--- config.mk ---
export PLATFORM = sky130hd
export DESIGN_NAME = exu_operand_sel
export DESIGN_NICKNAME = d
export VERILOG_FILES = /design/src/verilog/exu_pkg.sv /design/src/verilog/exu_operand_sel.sv
export SDC_FILE = /design/constraint.sdc
export NUM_CORES = 1
export LEC_CHECK = 0
export BUFFER_PORTS_ARGS = -buffer_cell sky130_fd_sc_hd__buf_2
export CAP_MARGIN = 15
export CORE_AREA = 2 2 136 138
export DETAILED_ROUTE_END_ITERATION = 8
export DIE_AREA = 0 0 138 140
export HOLD_SLACK_MARGIN = 0.03
export MAX_ROUTING_LAYER = met4
export PLACE_DENSITY_LB_ADDON = 0.25
export SLEW_MARGIN = 10
export SYNTH_ARGS = -nofsm -noshare
export SYNTH_HDL_FRONTEND = slang
export SYNTH_SLANG_ARGS = --single-unit
--- constraint.sdc ---
create_clock -name clk -period 1.9 [get_ports clk]
set_input_delay 0.38 -clock clk [delete_from_list [all_inputs] [get_ports clk]]
set_output_delay 0.38 -clock clk [all_outputs]
set_load 0.05 [all_outputs]
--- src/verilog/exu_pkg.sv ---
`default_nettype none

package exu_pkg;

    // ------------------------------
    // opcodes and selects
    // ------------------------------

    // low three bits follow funct3 and bit 3 picks sub or sra
    typedef enum logic [3:0] {
        alu_add  = 4'b0000,
        alu_sll  = 4'b0001,
        alu_slt  = 4'b0010,
        alu_sltu = 4'b0011,
        alu_xor  = 4'b0100,
        alu_srl  = 4'b0101,
        alu_or   = 4'b0110,
        alu_and  = 4'b0111,
        alu_sub  = 4'b1000,
        alu_sra  = 4'b1101
    } alu_op_e;

    // operand pair feeding the alu
    typedef enum logic [1:0] {
        opd_imm_zero = 2'b00,
        opd_pc_imm   = 2'b01,
        opd_rs1_rs2  = 2'b10,
        opd_rs1_imm  = 2'b11
    } opd_sel_e;

    typedef enum logic [2:0] {
        br_seq       = 3'd0,
        br_zero      = 3'd1,
        br_nonzero   = 3'd2,
        br_lsb_set   = 3'd3,
        br_lsb_clear = 3'd4,
        br_jump      = 3'd5,
        br_jump_reg  = 3'd6
    } br_kind_e;

    typedef enum logic [1:0] {
        mem_none  = 2'b00,
        mem_load  = 2'b01,
        mem_store = 2'b10
    } mem_op_e;

    // 00 is unused
    typedef enum logic [1:0] {
        size_byte = 2'b01,
        size_half = 2'b10,
        size_word = 2'b11
    } mem_size_e;

    // ------------------------------
    // stage payloads
    // ------------------------------

    typedef struct packed {
        alu_op_e     alu_op;
        opd_sel_e    opd_sel;
        br_kind_e    br_kind;
        mem_op_e     mem_op;
        mem_size_e   mem_size;
        logic        mem_signed;
        logic [31:0] pc;
        logic [31:0] rs1_data;
        logic [31:0] rs2_data;
        logic [31:0] imm;
    } exu_uop_t;

    typedef struct packed {
        exu_uop_t    uop;
        logic [31:0] opa;
        logic [31:0] opb;
    } exu_opnd_t;

    typedef struct packed {
        logic [31:0] alu_res;
        logic [31:0] next_pc;
        logic [31:0] link;
        mem_op_e     mem_op;
        mem_size_e   mem_size;
        logic        mem_signed;
        logic [31:0] rs2_data;
        logic        is_link;
    } exu_exec_t;

    typedef struct packed {
        logic [31:0] rd_data;
        logic [31:0] next_pc;
    } exu_result_t;

endpackage

`default_nettype wire

--- src/verilog/exu_operand_sel.sv ---
`timescale 1ns/10ps
`default_nettype none

module exu_operand_sel import exu_pkg::*; (
    input  logic      clk,
    input  logic      rst,
    input  logic      in_valid,
    input  exu_uop_t  in_uop,
    output logic      opnd_valid,
    output exu_opnd_t opnd
);

    logic [31:0] opa;
    logic [31:0] opb;

    // operand pair mux
    always_comb begin
        case (in_uop.opd_sel)
            opd_imm_zero: begin
                // lui
                opa = in_uop.imm;
                opb = '0;
            end
            opd_pc_imm: begin
                opa = in_uop.pc;
                opb = in_uop.imm;
            end
            opd_rs1_rs2: begin
                opa = in_uop.rs1_data;
                opb = in_uop.rs2_data;
            end
            default: begin
                opa = in_uop.rs1_data;
                opb = in_uop.imm;
            end
        endcase
    end

    // strobe
    always_ff @(posedge clk) begin
        if (rst) begin
            opnd_valid <= 1'b0;
        end else begin
            opnd_valid <= in_valid;
        end
    end

    // payload, only loaded on a strobe
    always_ff @(posedge clk) begin
        if (in_valid) begin
            opnd.uop <= in_uop;
            opnd.opa <= opa;
            opnd.opb <= opb;
        end
    end

endmodule

`default_nettype wire

# Yosys cells after proc, flatten, opt, wreduce, memory -nomap -nowiden
# Cells that the tools add are included.
# W data, S select, Z words.
# totals
regBits,207
inputBits,145
output_inout_bits,207
wordCells,18
# classes
n_eq_ne,2
n_mux,2
reduce_logical,1
# ops
operator,n
$pmux W32 S2,2
$eq A2 B1 Y1 const B,1
$eq A2 B2 Y1 const B,1
$logic_not A2 Y1,1

# Logic depth before layout (Yosys ltp)
# Gate-level depths: netlist of the first run.
# depth
ltp_word,2
ltp_mapped,5
depth_no_buf,2

# Least setup slack after synthesis of the first run
# Ideal clock, no wire load.
# synth_timing
path_type,in2reg
from,in in_uop[137] (netlist bit)
to,"reg opnd[45] (netlist bit), data pin"
setup_ns,0.264
t_arrival_ns,0.902
required_time_ns,1.636
slack_ns,0.734
path_stages,5
n_path_buf,3
path_cell_list,buf_4 -> buf_6 -> buf_2 -> nand2_1 -> o21ai_2
# synth_via
elab_chain_len,2
elab_cells_between_ends,3
cone_classes,eq/ne: 1; mux: 1; reduce/logical: 1
# synth_lines
item,line,text
"start, declared",exu_operand_sel.sv:8,"input exu_uop_t in_uop,"
$eq A2 B1 Y1 / $logic_not A2 Y1 (equally long branches),exu_operand_sel.sv:18,case (in_uop.opd_sel)
$pmux W32 S2 *,exu_operand_sel.sv:18,
net opa[13],exu_operand_sel.sv:13,logic [31:0] opa;
"end, declared",exu_operand_sel.sv:10,output exu_opnd_t opnd
# The timed path passes the listed nets; every way through them passes the cells marked *.
# A chain may end at the register's enable or synchronous reset.

# Worst setup path after layout of the first run
# layout_timing
from,reg opnd[8] (netlist bit)
to,out opnd[8] (netlist bit)
# No word-level cell between the ends.

==> qor.txt, run 1 <==
cell area after synthesis: 7450 µm²
sequential share of the synthesized area: 83.3%
WL final: 18,400 µm
run status: complete, no violations
CP Launch Type: flop
CP max FO: 1
DP HPWL: 13,400 µm
Hold Startpoint: in_uop[135]
hold crit path type: in -> reg
I/O Pins: 352
cell count after synthesis: 422
die area: 19,300 µm²
Num CTS Buffers: 22
first-pass GRT wire length: 28,200 µm
Slew HR: 71.9%
WP data arrival: 1140 ps
initial antenna violation count: 2
Period minus WS final: 1520 ps
CP peak stage delay: 410 ps
detailed-router iteration count before antenna repair: 4
worst-margin pin slew: 421 ps
H-tree levels: 1
grt total ovfl: 0
post-route insts no fill: 1,039
Placed Cells: 995
Avg Cell Area, Syn: 17.7 µm²
Die X: 138 µm
delay-heaviest family, CP: flip-flops
Fin. Hold Viols: 0
Initial DRC Count: 277
die extent in y: 140 µm
All-Layer GR Usage: 19.0%
WP buf/inv: 1
Post-route DRC: 0
maximum clock frequency: 657 MHz
Slew Limit Fails: 0
vias: 4,954
Vias/cell: 4.77
Leak Pwr: 4.37 nW
clk slew on worst S/H paths: 60 ps
# clock sinks: 207
period utilisation layout: 80.1%
# fillers: 1,448
Pwr Density: 1170 nW/µm²
Setup Fix Bufs, Post-CTS: 0
synthesis-stage register bit count: 207
core area: 17,800 µm²
Max IR drop VDD: 0.847 mV
GP Congestion: 0.798
Ys Warns: 0
post-synthesis cell type count: 14
hold endpoint: opnd[199]
largest net degree at the start of global routing: 47
hold path cells: 1
post-detailed-route count of antenna-violating nets: 0
Area Overhead vs Synth: 37.5%
share of layout cells above drive strength 1: 50.8%
Setup TNS: 0 ps
crit end category: primary output
RSZ-0062 raised after global routing: false
hold slack: 60.0 ps
CP max stage cell: edfxtp_1
row count: 49
TritonCTS clock tree: yes
# setup viols final: 0
Starting Density: 41.9%
IO buf count: 351
WP data required: 1520 ps
routed length per instance: 17.7 µm
MaxCap Viol Count: 0
critical path class: reg -> out
Final nets: 936
CTS Root Cell: clkbuf_16
vias in the first global route: 5,278
maximum clock insertion buffer count: 3
cells along the critical path: buf_2
syn_nets: 567
kinds of logic after synthesis:
group	synth area share [%]
AOI/OAI and AO/OA	4.85
and+or+nand+nor	4.92
buffers and inverters	2.60
muxes	4.30
DFF	83.3
metrics by stage:
step / setup slack (ps) / total power, mW / area (µm²) / utilization (%)
after global placement: 333 / 7.91 / 9510 / 53.5
after CTS: 362 / 12.2 / 10200 / 57.6
final: 378 / 12.0 / 10200 / 57.6
after global routing: 345 / 12.4 / 10200 / 57.6
after detailed placement: 319 / 7.94 / 9510 / 53.5
after floorplan: 734 / 7.22 / 7450 / -
registers in the layout (all words and copies together), names as in the netlist:
signal / count
opnd_valid: 1
opnd: 206
how the worst max path moves through the flow:
stage                     slack, ps   endpoint   startpoint  depth (start not counted)
after floorplan                 730   opnd[45]  in_uop[137]                          5
after global placement          330   opnd[43]  in_uop[136]                          4
after detailed placement        320   opnd[42]  in_uop[136]                          4
after CTS                       360   opnd[54]     opnd[54]                          1
after global routing            350  opnd[172]    opnd[172]                          1
final                           380    opnd[8]      opnd[8]                          1
layer usage:
layer	up-vias	wire length (µm)	GRT usage, %
li1	2328	-	-
met1	2325	6730	20.8
met2	264	9390	33.1
met3	37	1810	6.19
met4	0	476	5.85
met5	-	0	-
placed cells by master (no fill, tap or decap), drive strengths merged:
cell type / count
buf: 365
edfxtp: 206
nand2: 96
o21ai: 64
mux2i: 32
clkbuf: 31
clkinv: 7
diode: 3
bufinv: 2
nor2b: 1
clkinvlp: 1
dlygate4sd3: 1
dfxtp: 1
cell usage after synthesis, drive strengths merged:
cell type  count  area share [%]
nor2b          1           0.084
o21ai         64             4.9
nand2         96             4.8
clkbuf         3            0.15
edfxtp       206              83
mux2i         32             4.3
buf           19             2.5
dfxtp          1            0.27
power by group:
group / internal (mW) / switching, mW / leakage [nW]
Clock: 2.53 / 1.67 / 0.351
Combinational: 0.475 / 1.81 / 2.00
Sequential: 5.46 / 0.0944 / 2.02
Total: 8.46 / 3.57 / 4.37
final cells by class:
class | instances | area, µm² | area share (%)
Multi-Input combinational cell | 193 | 1050 | 10.2
Sequential cell | 207 | 6210 | 60.6
Timing Repair Buffer | 367 | 1980 | 19.3
Clock inverter | 10 | 101 | 0.989
Clock buffer | 30 | 612 | 5.97
Tap cell | 229 | 287 | 2.80
Antenna cell | 3 | 7.51 | 0.0733
timing repair:
item	CTS	global route
endpoints found under the hold margin	1	0
resized for setup	0	0
hold buffers	1	0
No activity file was read; power rests on OpenSTA's default activity.
==> inputs of run 2 (changes only) <==
- clock period: 1.9 -> 1.4 ns (I/O delays scaled with it)
==> qor.txt, run 2 (same netlist as run 1, synthesis figures left out) <==
Num CTS Buffers: 23
Comb pwr share: 21.9%
Slew HR: 82.5%
Regs by FF count: opnd x206, opnd_valid x1
Largest register FFs: 206
I/O Pins: 352
core area: 17,800 µm²
share of layout cells above drive strength 1: 43.0%
Pwr Density: 1390 nW/µm²
TritonCTS clock tree: yes
WP buf/inv: 1
row count: 49
first-pass GRT wire length: 31,800 µm
MaxCap Viol Count: 0
Initial DRC Count: 245
Hold Startpoint: in_valid
# setup viols final: 0
Area Overhead vs Synth: 61.6%
grt total ovfl: 0
worst-margin pin slew: 255 ps
cells along the critical path: buf_6
die area: 19,300 µm²
CP peak stage delay: 420 ps
sw power: 4.98 mW
delay-heaviest family, CP: flip-flops
Most flops, register: opnd
Period minus WS final: 1390 ps
initial antenna violation count: 0
Leak Pwr: 5.09 nW
CTS Root Cell: clkbuf_16
multi-input logic area: 1050 µm²
CP max FO: 1
highest routed layer: met4
met3 WL: 2000 µm
H-tree levels: 1
critical path class: reg -> out
run status: complete, no violations
RSZ-0062 raised after global routing: true
Max IR drop VDD: 1.03 mV
hold crit path type: in -> reg
detailed-router iteration count before antenna repair: 4
maximum clock frequency: 719 MHz
vias: 5,647
routed length per instance: 17.9 µm
post-route insts no fill: 1,184
Fin. Hold Viols: 0
clk slew on worst S/H paths: 60 ps
hold path cells: 1
period utilisation layout: 99.3%
Starting Density: 41.9%
post-detailed-route count of antenna-violating nets: 0
Final nets: 1,083
Die X: 138 µm
Clk pwr share: 32.7%
Placed Cells: 1,001
commonest cells after routing, fill and taps aside: 230 x buf_2, 206 x edfxtp_1, 141 x dlygate4sd3_1
All-Layer GR Usage: 21.3%
WP data required: 1120 ps
WL final: 21,200 µm
# fillers: 1,173
CP max stage cell: edfxtp_1
Reg area: 6210 µm²
Vias/cell: 4.77
CP Launch Type: flop
maximum clock insertion buffer count: 3
die extent in y: 140 µm
hold endpoint: opnd[83]
crit end category: primary output
IO buf count: 351
WP data arrival: 1110 ps
# clock sinks: 207
Post-route DRC: 0
sequential share of power: 45.4%
most common cell after layout, fill and taps aside: buf_2
M1 wire length: 7280 µm
DP HPWL: 13,800 µm
Int Pwr: 11.7 mW
Slew Limit Fails: 0
hold slack: 199 ps
vias in the first global route: 6,076
largest net degree at the start of global routing: 63
met2 WL: 11,100 µm
Design Area, Final: 12,000 µm²
GP Congestion: 0.858
Area after DPL: 9560 µm²
Net Sw Frac: 29.8%
[run 2: changes by cell type in the layout (fill, tap and decap cells not counted), sizes merged]
cell,previous run,this run
buf,365,362
bufinv,2,1
clkbuf,31,40
clkinv,7,8
diode,3,1
dlygate4sd3,1,141
inv,0,1
[run 2: per-stage QoR]
stage          setup slack, ps  setup TNS, ps  utilization, %  power [mW]
4_1_cts                  -9.42          -9.42            66.1        16.6
3_3_place_gp               124              0            53.8        10.7
6_report                  10.1              0            67.7        16.7
2_1_floorplan              334              0               -        9.80
5_1_grt                  -30.6           -245            67.7        17.3
3_5_place_dp              76.8              0            53.8        10.8
[run 2: routing by layer]
layer / vias to the layer above / track usage [%]
met3: 60 / 6.67
met2: 302 / 37.7
met1: 2677 / 22.0
met5: - / -
li1: 2608 / -
met4: 0 / 8.65
[run 2: power groups by stage]
stage               registers [mW]  logic [mW]  clock network [mW]
floorplan                     9.50       0.302                   0
global placement              7.65        3.09                   0
detailed placement            7.67        3.13                   0
CTS                           7.56        3.49                5.59
global route                  7.62        3.80                5.86
finish                        7.58        3.65                5.47
[run 2: area by class of cell]
cell class	instances	share of cell area, %
sequential	207	51.5
timing repair buffer	513	31.7
multi-input combinational	193	8.71
clock buffer	30	5.00
tap	229	2.38
clock inverter	11	0.644
antenna	1	0.0208
[run 2: worst max-delay path by stage]
stage,start,endpoint,slack (ps),cells after the start
floorplan,in_uop[137],opnd[45],330,5
detailed placement,in_uop[136],opnd[55],80,4
CTS,opnd[144],opnd[144],-9,1
global route,opnd[109],opnd[109],-30,1
finish,opnd[80],opnd[80],10,1
global placement,in_uop[136],opnd[58],120,4
[run 2: what timing repair did]
item	4_1_cts	5_1_grt
endpoints found under the setup margin	28	102
resized for setup	36	188
endpoints found under the hold margin	141	0
buffers inserted	0	0
pin swaps	0	0
hold buffers	141	0
==> inputs of run 3 (changes only) <==
- SETUP_SLACK_MARGIN: unset -> 0.1
==> qor.txt, run 3 (same netlist as run 1, synthesis figures left out) <==
run status: complete, no violations
initial antenna violation count: 1
Pwr Density: 1330 nW/µm²
first-pass GRT wire length: 34,700 µm
cells along the critical path: buf_6
# setup viols final: 0
most common cell after layout, fill and taps aside: buf_6
Area Overhead vs Synth: 73.8%
CP max stage cell: edfxtp_1
WP data arrival: 1120 ps
row count: 49
die area: 19,300 µm²
maximum clock insertion buffer count: 3
CP peak stage delay: 440 ps
Most flops, register: opnd
I/O Pins: 352
All-Layer GR Usage: 23.6%
Largest register FFs: 206
sequential share of power: 44.5%
worst-margin pin slew: 270 ps
RSZ-0062 raised after global routing: true
hold slack: 208 ps
Vias/cell: 4.81
clk slew on worst S/H paths: 60 ps
hold path cells: 1
vias: 5,700
largest net degree at the start of global routing: 63
DP HPWL: 13,800 µm
period utilisation layout: 99.9%
Leak Pwr: 5.40 nW
share of layout cells above drive strength 1: 43.0%
delay-heaviest family, CP: flip-flops
routed length per instance: 19.0 µm
grt total ovfl: 0
Slew Limit Fails: 0
WP buf/inv: 1
Initial DRC Count: 270
detailed-router iteration count before antenna repair: 4
die extent in y: 140 µm
MaxCap Viol Count: 0
Starting Density: 41.9%
crit end category: primary output
Comb pwr share: 23.5%
Max IR drop VDD: 1.10 mV
# clock sinks: 207
Num CTS Buffers: 23
Design Area, Final: 12,900 µm²
Setup TNS: 0 ps
Regs by FF count: opnd x206, opnd_valid x1
CP max FO: 1
critical path class: reg -> out
Net Sw Frac: 29.8%
Period minus WS final: 1400 ps
Worst path depth: 1
Clk pwr share: 31.9%
sw power: 5.14 mW
WL final: 22,500 µm
TritonCTS clock tree: yes
CP Launch Type: flop
core area: 17,800 µm²
maximum clock frequency: 715 MHz
H-tree levels: 1
CTS Root Cell: clkbuf_16
Setup Fix Bufs, Post-CTS: 0
Fin. Hold Viols: 0
vias in the first global route: 6,384
Final nets: 1,083
post-detailed-route count of antenna-violating nets: 0
Int Pwr: 12.1 mW
Slew HR: 82.0%
Area after DPL: 9560 µm²
Die X: 138 µm
commonest cells after routing, fill and taps aside: 207 x buf_6, 206 x edfxtp_1, 141 x dlygate4sd3_1, 141 x buf_2, 96 x nand2_1
IO buf count: 351
WP data required: 1120 ps
Post-route DRC: 0
hold crit path type: in -> reg
GP Congestion: 0.858
==> run 3: per-stage QoR <==
stage | cells | utilization, % | worst slack (ps) | power (mW)
finish | 1185 | 72.8 | 0.896 | 17.3
global route | 1184 | 72.8 | -15.7 | 17.8
CTS | 1183 | 72.8 | -9.42 | 17.3
detailed placement | 1001 | 53.8 | 76.8 | 10.8
global placement | 1001 | 53.8 | 124 | 10.7
floorplan | 422 | - | 334 | 9.80
==> run 3: layout make-up <==
cell class                 instances  area (µm²)
fill                            1043        4830
antenna                            2        5.00
multi-input combinational        193        1050
clock inverter                    11        77.6
timing repair buffer             513        4720
tap                              229         287
sequential                       207        6210
clock buffer                      30         602
==> run 3: final timing paths <==
kind	start	endpoint	slack, ps
max	opnd[144]	opnd[144]	0.9
min	in_valid	opnd[178]	210
==> run 3: power by group through the flow <==
stage / registers [mW] / logic, mW / clock network (mW)
6_report: 7.69 / 4.07 / 5.51
5_1_grt: 7.74 / 4.21 / 5.87
4_1_cts: 7.68 / 4.03 / 5.59
3_5_place_dp: 7.67 / 3.13 / 0
3_3_place_gp: 7.65 / 3.09 / 0
2_1_floorplan: 9.50 / 0.302 / 0
==> run 3: what timing repair did <==
item                                    4_1_cts  5_1_grt
hold endpoints to repair                    141        0
gates resized for setup                     413        1
hold buffers                                141        0
endpoints found under the setup margin      207      207
==> run 3: routing by layer <==
| layer | GRT usage [%] | routed length (µm) | share of wire, % |
|---|---|---|---|
| met1 | 23.7 | 7510 | 33 |
| met2 | 43.9 | 12300 | 55 |
| met3 | 6.87 | 1980 | 8.8 |
| met4 | 7.79 | 653 | 2.9 |
| met5 | - | 0 | 0 |
